===== src/source/car_pkg.sv =====
// Shared bus types and address map for the carfield_lite subsystem
// Each window spans WindowSize bytes, and addresses outside all windows decode to TGT_NONE
// Pad registers are selected by word address bits [3:2] inside the pad window
package car_pkg;

  localparam int unsigned AddrWidth = 16;
  localparam int unsigned DataWidth = 32;

  // One access, 49 bits
  typedef struct packed {
    logic                 we;
    logic [AddrWidth-1:0] addr;
    logic [DataWidth-1:0] wdata;
  } bus_req_t;

  // One response, 33 bits
  typedef struct packed {
    logic [DataWidth-1:0] rdata;
    logic                 err;
  } bus_rsp_t;

  typedef enum logic [1:0] {
    TGT_L2_INTL,
    TGT_L2_FLAT,
    TGT_PADS,
    TGT_NONE
  } target_e;

  // Window bases, both L2 windows alias the same storage
  localparam logic [AddrWidth-1:0] L2IntlBase = 'h0000;
  localparam logic [AddrWidth-1:0] L2FlatBase = 'h1000;
  localparam logic [AddrWidth-1:0] PadBase    = 'h2000;
  localparam logic [AddrWidth-1:0] WindowSize = 'h0100;

  typedef enum logic [1:0] {
    PAD_OUT  = 2'd0,
    PAD_OE   = 2'd1,
    PAD_IN   = 2'd2,
    PAD_RSVD = 2'd3
  } pad_reg_e;

endpackage


===== src/source/car_xbar.sv =====
// Single-master system bus: decodes each access to one target, no back-pressure
// Targets answer one cycle after their valid, the response mux is lined up with that
// Unmapped addresses get err set and zero read data, without touching any target
module car_xbar import car_pkg::*; (
  input  logic     clk_i,
  input  logic     rst_n_i,
  input  logic     req_valid_i,
  input  bus_req_t req_i,
  output logic     l2_valid_o,
  output bus_req_t l2_req_o,
  output logic     l2_intl_o,
  input  bus_rsp_t l2_rsp_i,
  output logic     pad_valid_o,
  output bus_req_t pad_req_o,
  input  bus_rsp_t pad_rsp_i,
  output logic     rsp_valid_o,
  output bus_rsp_t rsp_o
);

  target_e  tgt;
  target_e  tgt_q;
  logic     valid_q;
  bus_req_t fwd_req;

  logic [AddrWidth-1:0] intl_off;
  logic [AddrWidth-1:0] flat_off;
  logic [AddrWidth-1:0] pad_off;

  // Offsets wrap to large values when the address lies below the base
  assign intl_off = req_i.addr - L2IntlBase;
  assign flat_off = req_i.addr - L2FlatBase;
  assign pad_off  = req_i.addr - PadBase;

  always_comb begin
    fwd_req = req_i;
    tgt     = TGT_NONE;
    if (intl_off < WindowSize) begin
      tgt          = TGT_L2_INTL;
      fwd_req.addr = intl_off;
    end else if (flat_off < WindowSize) begin
      tgt          = TGT_L2_FLAT;
      fwd_req.addr = flat_off;
    end else if (pad_off < WindowSize) begin
      tgt          = TGT_PADS;
      fwd_req.addr = pad_off;
    end
  end

  assign l2_valid_o  = req_valid_i && (tgt == TGT_L2_INTL || tgt == TGT_L2_FLAT);
  assign l2_intl_o   = (tgt == TGT_L2_INTL);
  assign l2_req_o    = fwd_req;
  assign pad_valid_o = req_valid_i && (tgt == TGT_PADS);
  assign pad_req_o   = fwd_req;

  // Remember who was addressed, matches target latency
  always_ff @(posedge clk_i) begin
    if (!rst_n_i) begin
      valid_q <= 1'b0;
      tgt_q   <= TGT_NONE;
    end else begin
      valid_q <= req_valid_i;
      tgt_q   <= tgt;
    end
  end

  assign rsp_valid_o = valid_q;

  always_comb begin
    case (tgt_q)
      TGT_L2_INTL, TGT_L2_FLAT: rsp_o = l2_rsp_i;
      TGT_PADS:                 rsp_o = pad_rsp_i;
      default:                  rsp_o = '{rdata: '0, err: 1'b1};
    endcase
  end

endmodule


===== src/source/car_l2_mem.sv =====
// Two-bank L2 memory reached through an interleaved and a flat window
// L2Words must be even and at most WindowSize/4, contents are undefined after reset
// Reads and writes take effect one cycle after valid_i, err is always 0
module car_l2_mem import car_pkg::*; #(
  parameter int unsigned L2Words = 64
) (
  input  logic     clk_i,
  input  logic     rst_n_i,
  input  logic     valid_i,
  input  bus_req_t req_i,
  input  logic     intl_i,
  output bus_rsp_t rsp_o
);

  localparam int unsigned Half = L2Words / 2;
  localparam int unsigned RowW = (Half > 1) ? $clog2(Half) : 1;

  logic [DataWidth-1:0] mem_q [2][Half];
  logic [DataWidth-1:0] rdata_q;

  logic [AddrWidth-3:0] word;
  logic                 bank;
  logic [RowW-1:0]      row;

  // Window offset in words
  assign word = req_i.addr[AddrWidth-1:2];

  always_comb begin
    if (intl_i) begin
      // Neighbouring words alternate between banks
      bank = word[0];
      row  = RowW'((word >> 1) % Half);
    end else begin
      // Lower half in bank 0, upper half in bank 1
      bank = 1'(word / Half);
      row  = RowW'(word % Half);
    end
  end

  always_ff @(posedge clk_i) begin
    if (valid_i && req_i.we) begin
      mem_q[bank][row] <= req_i.wdata;
    end
  end

  // Writes answer with zero data
  always_ff @(posedge clk_i) begin
    if (!rst_n_i) begin
      rdata_q <= '0;
    end else if (valid_i) begin
      rdata_q <= req_i.we ? '0 : mem_q[bank][row];
    end
  end

  assign rsp_o = '{rdata: rdata_q, err: 1'b0};

endmodule


===== src/source/car_pad_regs.sv =====
// Pad control block with output values, output enables and sampled inputs
// pad_oe_no is active low, so every pad is disabled after reset
// NumPads is at most 32, reads are zero-extended to the bus width
module car_pad_regs import car_pkg::*; #(
  parameter int unsigned NumPads = 8
) (
  input  logic               clk_i,
  input  logic               rst_n_i,
  input  logic               valid_i,
  input  bus_req_t           req_i,
  input  logic [NumPads-1:0] pad_i,
  output logic [NumPads-1:0] pad_o,
  output logic [NumPads-1:0] pad_oe_no,
  output bus_rsp_t           rsp_o
);

  logic [NumPads-1:0]   out_q;
  logic [NumPads-1:0]   oe_q;
  logic [DataWidth-1:0] rdata_d;
  logic [DataWidth-1:0] rdata_q;
  logic                 err_q;
  pad_reg_e             reg_sel;

  assign reg_sel = pad_reg_e'(req_i.addr[3:2]);

  // pad_i is taken in the request cycle
  always_comb begin
    case (reg_sel)
      PAD_OUT: rdata_d = DataWidth'(out_q);
      PAD_OE:  rdata_d = DataWidth'(oe_q);
      PAD_IN:  rdata_d = DataWidth'(pad_i);
      default: rdata_d = '0;
    endcase
  end

  always_ff @(posedge clk_i) begin
    if (!rst_n_i) begin
      out_q   <= '0;
      oe_q    <= '0;
      rdata_q <= '0;
      err_q   <= 1'b0;
    end else if (valid_i) begin
      err_q   <= (reg_sel == PAD_RSVD);
      rdata_q <= req_i.we ? '0 : rdata_d;
      if (req_i.we) begin
        case (reg_sel)
          PAD_OUT: out_q <= req_i.wdata[NumPads-1:0];
          PAD_OE:  oe_q  <= req_i.wdata[NumPads-1:0];
          // Input register is read-only, reserved slot flags err
          default: ;
        endcase
      end
    end
  end

  assign pad_o     = out_q;
  // Enable flipped to pad polarity
  assign pad_oe_no = ~oe_q;

  assign rsp_o = '{rdata: rdata_q, err: err_q};

endmodule


===== src/source/carfield_lite.sv =====
// Memory and pad subsystem top level, single clock, one access per cycle
// Every request gets rsp_valid_o exactly one cycle later, writes included
// Parameters are passed down to the L2 and the pad block
module carfield_lite import car_pkg::*; #(
  parameter int unsigned L2Words = 64,
  parameter int unsigned NumPads = 8
) (
  input  logic               clk_i,
  input  logic               rst_n_i,
  input  logic               req_valid_i,
  input  bus_req_t           req_i,
  output logic               rsp_valid_o,
  output bus_rsp_t           rsp_o,
  input  logic [NumPads-1:0] pad_i,
  output logic [NumPads-1:0] pad_o,
  output logic [NumPads-1:0] pad_oe_no
);

  logic     l2_valid;
  logic     l2_intl;
  bus_req_t l2_req;
  bus_rsp_t l2_rsp;

  logic     pad_valid;
  bus_req_t pad_req;
  bus_rsp_t pad_rsp;

  car_xbar i_xbar (
    .clk_i       ( clk_i       ),
    .rst_n_i     ( rst_n_i     ),
    .req_valid_i ( req_valid_i ),
    .req_i       ( req_i       ),
    .l2_valid_o  ( l2_valid    ),
    .l2_req_o    ( l2_req      ),
    .l2_intl_o   ( l2_intl     ),
    .l2_rsp_i    ( l2_rsp      ),
    .pad_valid_o ( pad_valid   ),
    .pad_req_o   ( pad_req     ),
    .pad_rsp_i   ( pad_rsp     ),
    .rsp_valid_o ( rsp_valid_o ),
    .rsp_o       ( rsp_o       )
  );

  car_l2_mem #(
    .L2Words ( L2Words )
  ) i_l2_mem (
    .clk_i   ( clk_i    ),
    .rst_n_i ( rst_n_i  ),
    .valid_i ( l2_valid ),
    .req_i   ( l2_req   ),
    .intl_i  ( l2_intl  ),
    .rsp_o   ( l2_rsp   )
  );

  car_pad_regs #(
    .NumPads ( NumPads )
  ) i_pad_regs (
    .clk_i     ( clk_i     ),
    .rst_n_i   ( rst_n_i   ),
    .valid_i   ( pad_valid ),
    .req_i     ( pad_req   ),
    .pad_i     ( pad_i     ),
    .pad_o     ( pad_o     ),
    .pad_oe_no ( pad_oe_no ),
    .rsp_o     ( pad_rsp   )
  );

endmodule


===== config.mk =====
export PLATFORM = sky130hd
export DESIGN_NAME = carfield_lite
export DESIGN_NICKNAME = d
export VERILOG_FILES = /design/src/source/car_pkg.sv /design/src/source/car_xbar.sv /design/src/source/car_l2_mem.sv /design/src/source/car_pad_regs.sv /design/src/source/carfield_lite.sv
export SDC_FILE = /design/constraint.sdc
export NUM_CORES = 2
export LEC_CHECK = 0
export BUFFER_PORTS_ARGS = -buffer_cell sky130_fd_sc_hd__buf_2
export CELL_PAD_IN_SITES_DETAIL_PLACEMENT = 0
export CELL_PAD_IN_SITES_GLOBAL_PLACEMENT = 1
export CORE_ASPECT_RATIO = 0.5
export CORE_MARGIN = 2
export CORE_UTILIZATION = 35
export DETAILED_ROUTE_END_ITERATION = 7
export GPL_TIMING_DRIVEN = 0
export PLACE_DENSITY = 0.56
export SKIP_LAST_GASP = 1
export SLEW_MARGIN = 20
export SYNTH_ARGS = -nofsm -noshare
export SYNTH_HDL_FRONTEND = slang
export SYNTH_SLANG_ARGS = --single-unit

===== constraint.sdc =====
create_clock -name clk_i -period 3.69 [get_ports clk_i]
set_clock_uncertainty 0.15 [all_clocks]
set_input_delay 0.1845 -clock clk_i [delete_from_list [all_inputs] [get_ports clk_i]]
set_output_delay 0.1845 -clock clk_i [all_outputs]
set_load 0.02 [all_outputs]

==> impl_metrics.py <==
metrics = {
    "yosys": {
        "syn_area_mm2": 0.08518,
        "postSynthAreaPerCell_um2": 13.15,
        "synth_area_leaders": "edfxtp_1 (72%), nand3_1 (12%), o21ai_0 (6.0%)",
        "synth_seq_cells": 2108,
        "mappedNetlistNets": 6539,
        "ys_async_sr_fraction": 0,
        "ys.flop_type": "edfxtp_1",
        "yosysUniqueCellTypes": 45,
        "ys_warn_count": 0,
        "syn_inst": 6477,
        "synth-edff-count": 2048,
        "yosys.area.top_type_share": 0.7220,
        "synth_top_cell_by_area": "edfxtp_1",
        "synth_seq_area_share": 0.7361,
    },
    "timing": {
        "worst_slack_ns": -0.2176,
        "min_period_ns": 3.908,
        "relSlewSlack": 0.1460,
        "slew_violations": 0,
        "fin_setup_tns_ns": -10.30,
        "fin_crit_sh": 1.059,
        "worst_slew_pin_slew_ns": 1.281,
        "finalHoldViolCount": 0,
        "whs_ns": 0.06452,
        "rsz0062_at_grt": "yes",
        "report.final.setup_viol": 138,
        "maxClockFrequency_mhz": 255.9,
    },
    "die": {
        "rows": 127,
        "die_x_um": 701.7,
        "dieArea_mm2": 0.2476,
        "io_pins": 110,
        "die_h_um": 352.8,
        "coreArea_mm2": 0.2409,
        "initial_core_util": 0.3536,
    },
    "layout": {
        "n_fill_cell": 22120,
        "fin_util": 0.4324,
        "drive_gt1_frac": 0.1445,
        "instances_no_fill": 10530,
        "area_growth_pct": 22.27,
        "fin_nets": 7193,
    },
    "global_route": {
        "grt_max_degree": 49,
        "grt-ovfl-total": 0,
        "grt_antenna_before_repair": 38,
        "grt_usage": 0.3359,
        "grt_pass1_wl_um": 561300,
        "first_global_vias": 60930,
    },
    "run_status": {
        "violations": "negative setup slack",
        "status": "complete, but fails checks",
    },
    "placed_design": {
        "dp.cells": 10020,
        "post-place-ws_ns": -2.224,
        "portBuffers": 105,
        "gp_congestion": 0.9100,
        "hpwl_um": 300900,
    },
    "clocking": {
        "cts_tree": "built",
        "cts_max_level": 4,
        "cts_buffers": 206,
        "root_buffer": "clkbuf_16",
        "clkTransAtPathRegs_ns": 0.07,
        "clk_latency_ns": 0.90,
        "clockBufferDepth": 4,
        "cts_num_sinks": 2108,
    },
    "power_and_ir_drop": {
        "p_per_area_mw_per_mm2": 484.5,
        "power.leakage_nw": 31.87,
        "peakVddDrop_v": 0.0003565,
    },
    "job": {
        "max_cap_viol_count": 0,
    },
    "setup_path": {
        "cp_cell_sequence": "buf_2, or4_1, buf_2, o21ai_1, and3b_1, buf_2, buf_4, buf_2, nand3_1, a41oi_1, nor3_1, a32o_1",
        "critical_path_class": "primary input to flip-flop",
        "endpoint_kind": "flip-flop",
        "required_ns": 4.31,
        "cp_slowest_cell": "or4_1",
        "startpoint_type": "primary input",
        "critical_path.max_fanout": 10,
        "regToRegSetupSlack_ns": 1.27,
        "crit_top_cell": "buf_2",
        "critPathMaxStageDelay_ns": 0.54,
        "cp_data_arrival_time_ns": 4.53,
    },
    "route": {
        "antenna_left": 0,
        "finalWirelength_um": 427400,
        "drt_iter0_markers": 12510,
        "wire_per_inst_um": 40.58,
        "drc": 0,
        "vias_per_cell": 6.381,
        "firstDrtPassIters": 7,
        "via_count": 67210,
    },
    "hold_path": {
        "min_path_type": "primary input to flip-flop",
    },
}
## area by class of cell
class | count | area [µm²] | share of cell area
plain buffers | 625 | 2659 | 0.02553
repair buffers | 446 | 6983 | 0.06704
diodes | 21 | 52.55 | 0.0005045
clock inverters | 104 | 703.2 | 0.006751
inverters | 19 | 71.32 | 0.0006847
multi-input cells | 3725 | 21390 | 0.2054
clock buffers | 259 | 5560 | 0.05339
flip-flops and latches | 2108 | 62700 | 0.6020
well taps | 3225 | 4035 | 0.03874
## cell usage after synthesis (2+ instances only)
cell	instances
ha_1	2
nand3_1	2055
buf_4	2
o21ai_0	1026
nor4_1	34
a21oi_1	17
a41oi_1	256
nor3_1	45
edfxtp_1	2048
nor4_2	2
dfxtp_1	60
a32o_1	32
nand2_1	39
nand3b_1	2
mux2i_1	16
or3_1	2
nand2b_1	2
buf_1	19
nor3b_1	2
or4_1	2
clkbuf_1	480
o22ai_1	8
and2_1	3
o21ai_1	6
nor2b_1	41
a21boi_0	9
buf_2	123
nor2_1	109
inv_1	19
## layout by cell type, fill, tap and decap left out, drive strengths merged, types with 2 or more instances in the layout
cell type and count:
and2 3, bufinv 9, dlygate4sd3 51, or4 2, nor3 45, nand2 39, nand2b 2, nor2 110
edfxtp 2048, clkbuf 740, a21oi 17, mux2i 16, nand3b 2, or3 2, ha 2, clkinv 88
nand3 2055, a32o 32, clkdlybuf4s15 4, dfxtp 60, a21boi 11, nor4 36, o22ai 9, nor2b 41
clkinvlp 5, nor3b 2, buf 535, diode 21, a41oi 256, inv 21, o21ai 1033
## per-stage QoR
stage | power, W | area [µm²]
6_report | 0.05047 | 104200
5_1_grt | 0.05128 | 104100
4_1_cts | 0.05023 | 103400
3_5_place_dp | 0.02980 | 95690
3_3_place_gp | 0.02966 | 89740
2_1_floorplan | 0.02784 | 85180
## power by group
part	switching [W]	internal, W	leakage, nW
registers	0.00000148	0.0262	18.9
clock network	0.00968	0.0112	3.08
logic	0.00265	0.000697	9.90
## worst max-delay path, delay by kind of cell
| family | cells | cell delay, ns |
|---|---|---|
| AO/OA/AOI/OAI | 3 | 1.12 |
| AND/OR/NAND/NOR | 4 | 1.48 |
| buffers and inverters | 5 | 1.72 |
## flip-flops by register name, summed over array words and instances (netlist names)
name                flops
i_pad_regs.err_q        1
i_xbar.tgt_q            2
i_pad_regs.rdata_q      8
i_l2_mem.mem_q       2048
i_pad_regs.pad_o        8
i_pad_regs.oe_q         8
i_l2_mem.rdata_q       32
i_xbar.rsp_valid_o      1
## path summary, 6_finish.rpt
| kind | start | cells after the start | endpoint |
|---|---|---|---|
| max | req_i[42] | 12 | i_l2_mem.rdata_q[4]$_SDFFE_PN0P_ |
| min | req_i[47] | 7 | i_pad_regs.rdata_q[4]$_SDFFE_PN0P_ |
| max reg2reg | i_l2_mem.mem_q[0][351]$_DFFE_PP_ | 5 | i_l2_mem.rdata_q[31]$_SDFFE_PN0P_ |
| min reg2reg | i_l2_mem.rdata_q[8]$_SDFFE_PN0P_ | 1 | i_l2_mem.rdata_q[8]$_SDFFE_PN0P_ |
## routing by layer
metal  global-route usage  up-vias  wire length, µm
met1               0.4702    34570           167400
met2               0.4790     4973           179100
met5                    0        -              265
met4               0.1534       12            23180
li1                     -    26720                -
met3               0.1009      930            57420
## kinds of logic (layout without fill, tap and decap cells)
| logic type | Yosys count | after routing | share of synthesized area |
|---|---|---|---|
| compound gates | 1362 | 1362 | 0.09401 |
| xor+xnor | 2 | 2 | 0.0002057 |
| fa+ha+maj | 2 | 2 | 0.0002937 |
| buf+inv | 644 | 1453 | 0.03036 |
| flops | 2108 | 2108 | 0.7361 |
| mux | 16 | 16 | 0.001880 |
| other cells | 0 | 21 | 0 |
| simple gates | 2343 | 2343 | 0.1372 |
## timing repair
action	CTS	global route
hold buffers	51	0
setup endpoints to repair	2075	545
hold endpoints to repair	2039	0
pin swaps	26	14
gates cloned	0	0
setup buffers	48	27
resized for setup	98	64
Note: power is estimated with default switching activity, not from simulation.
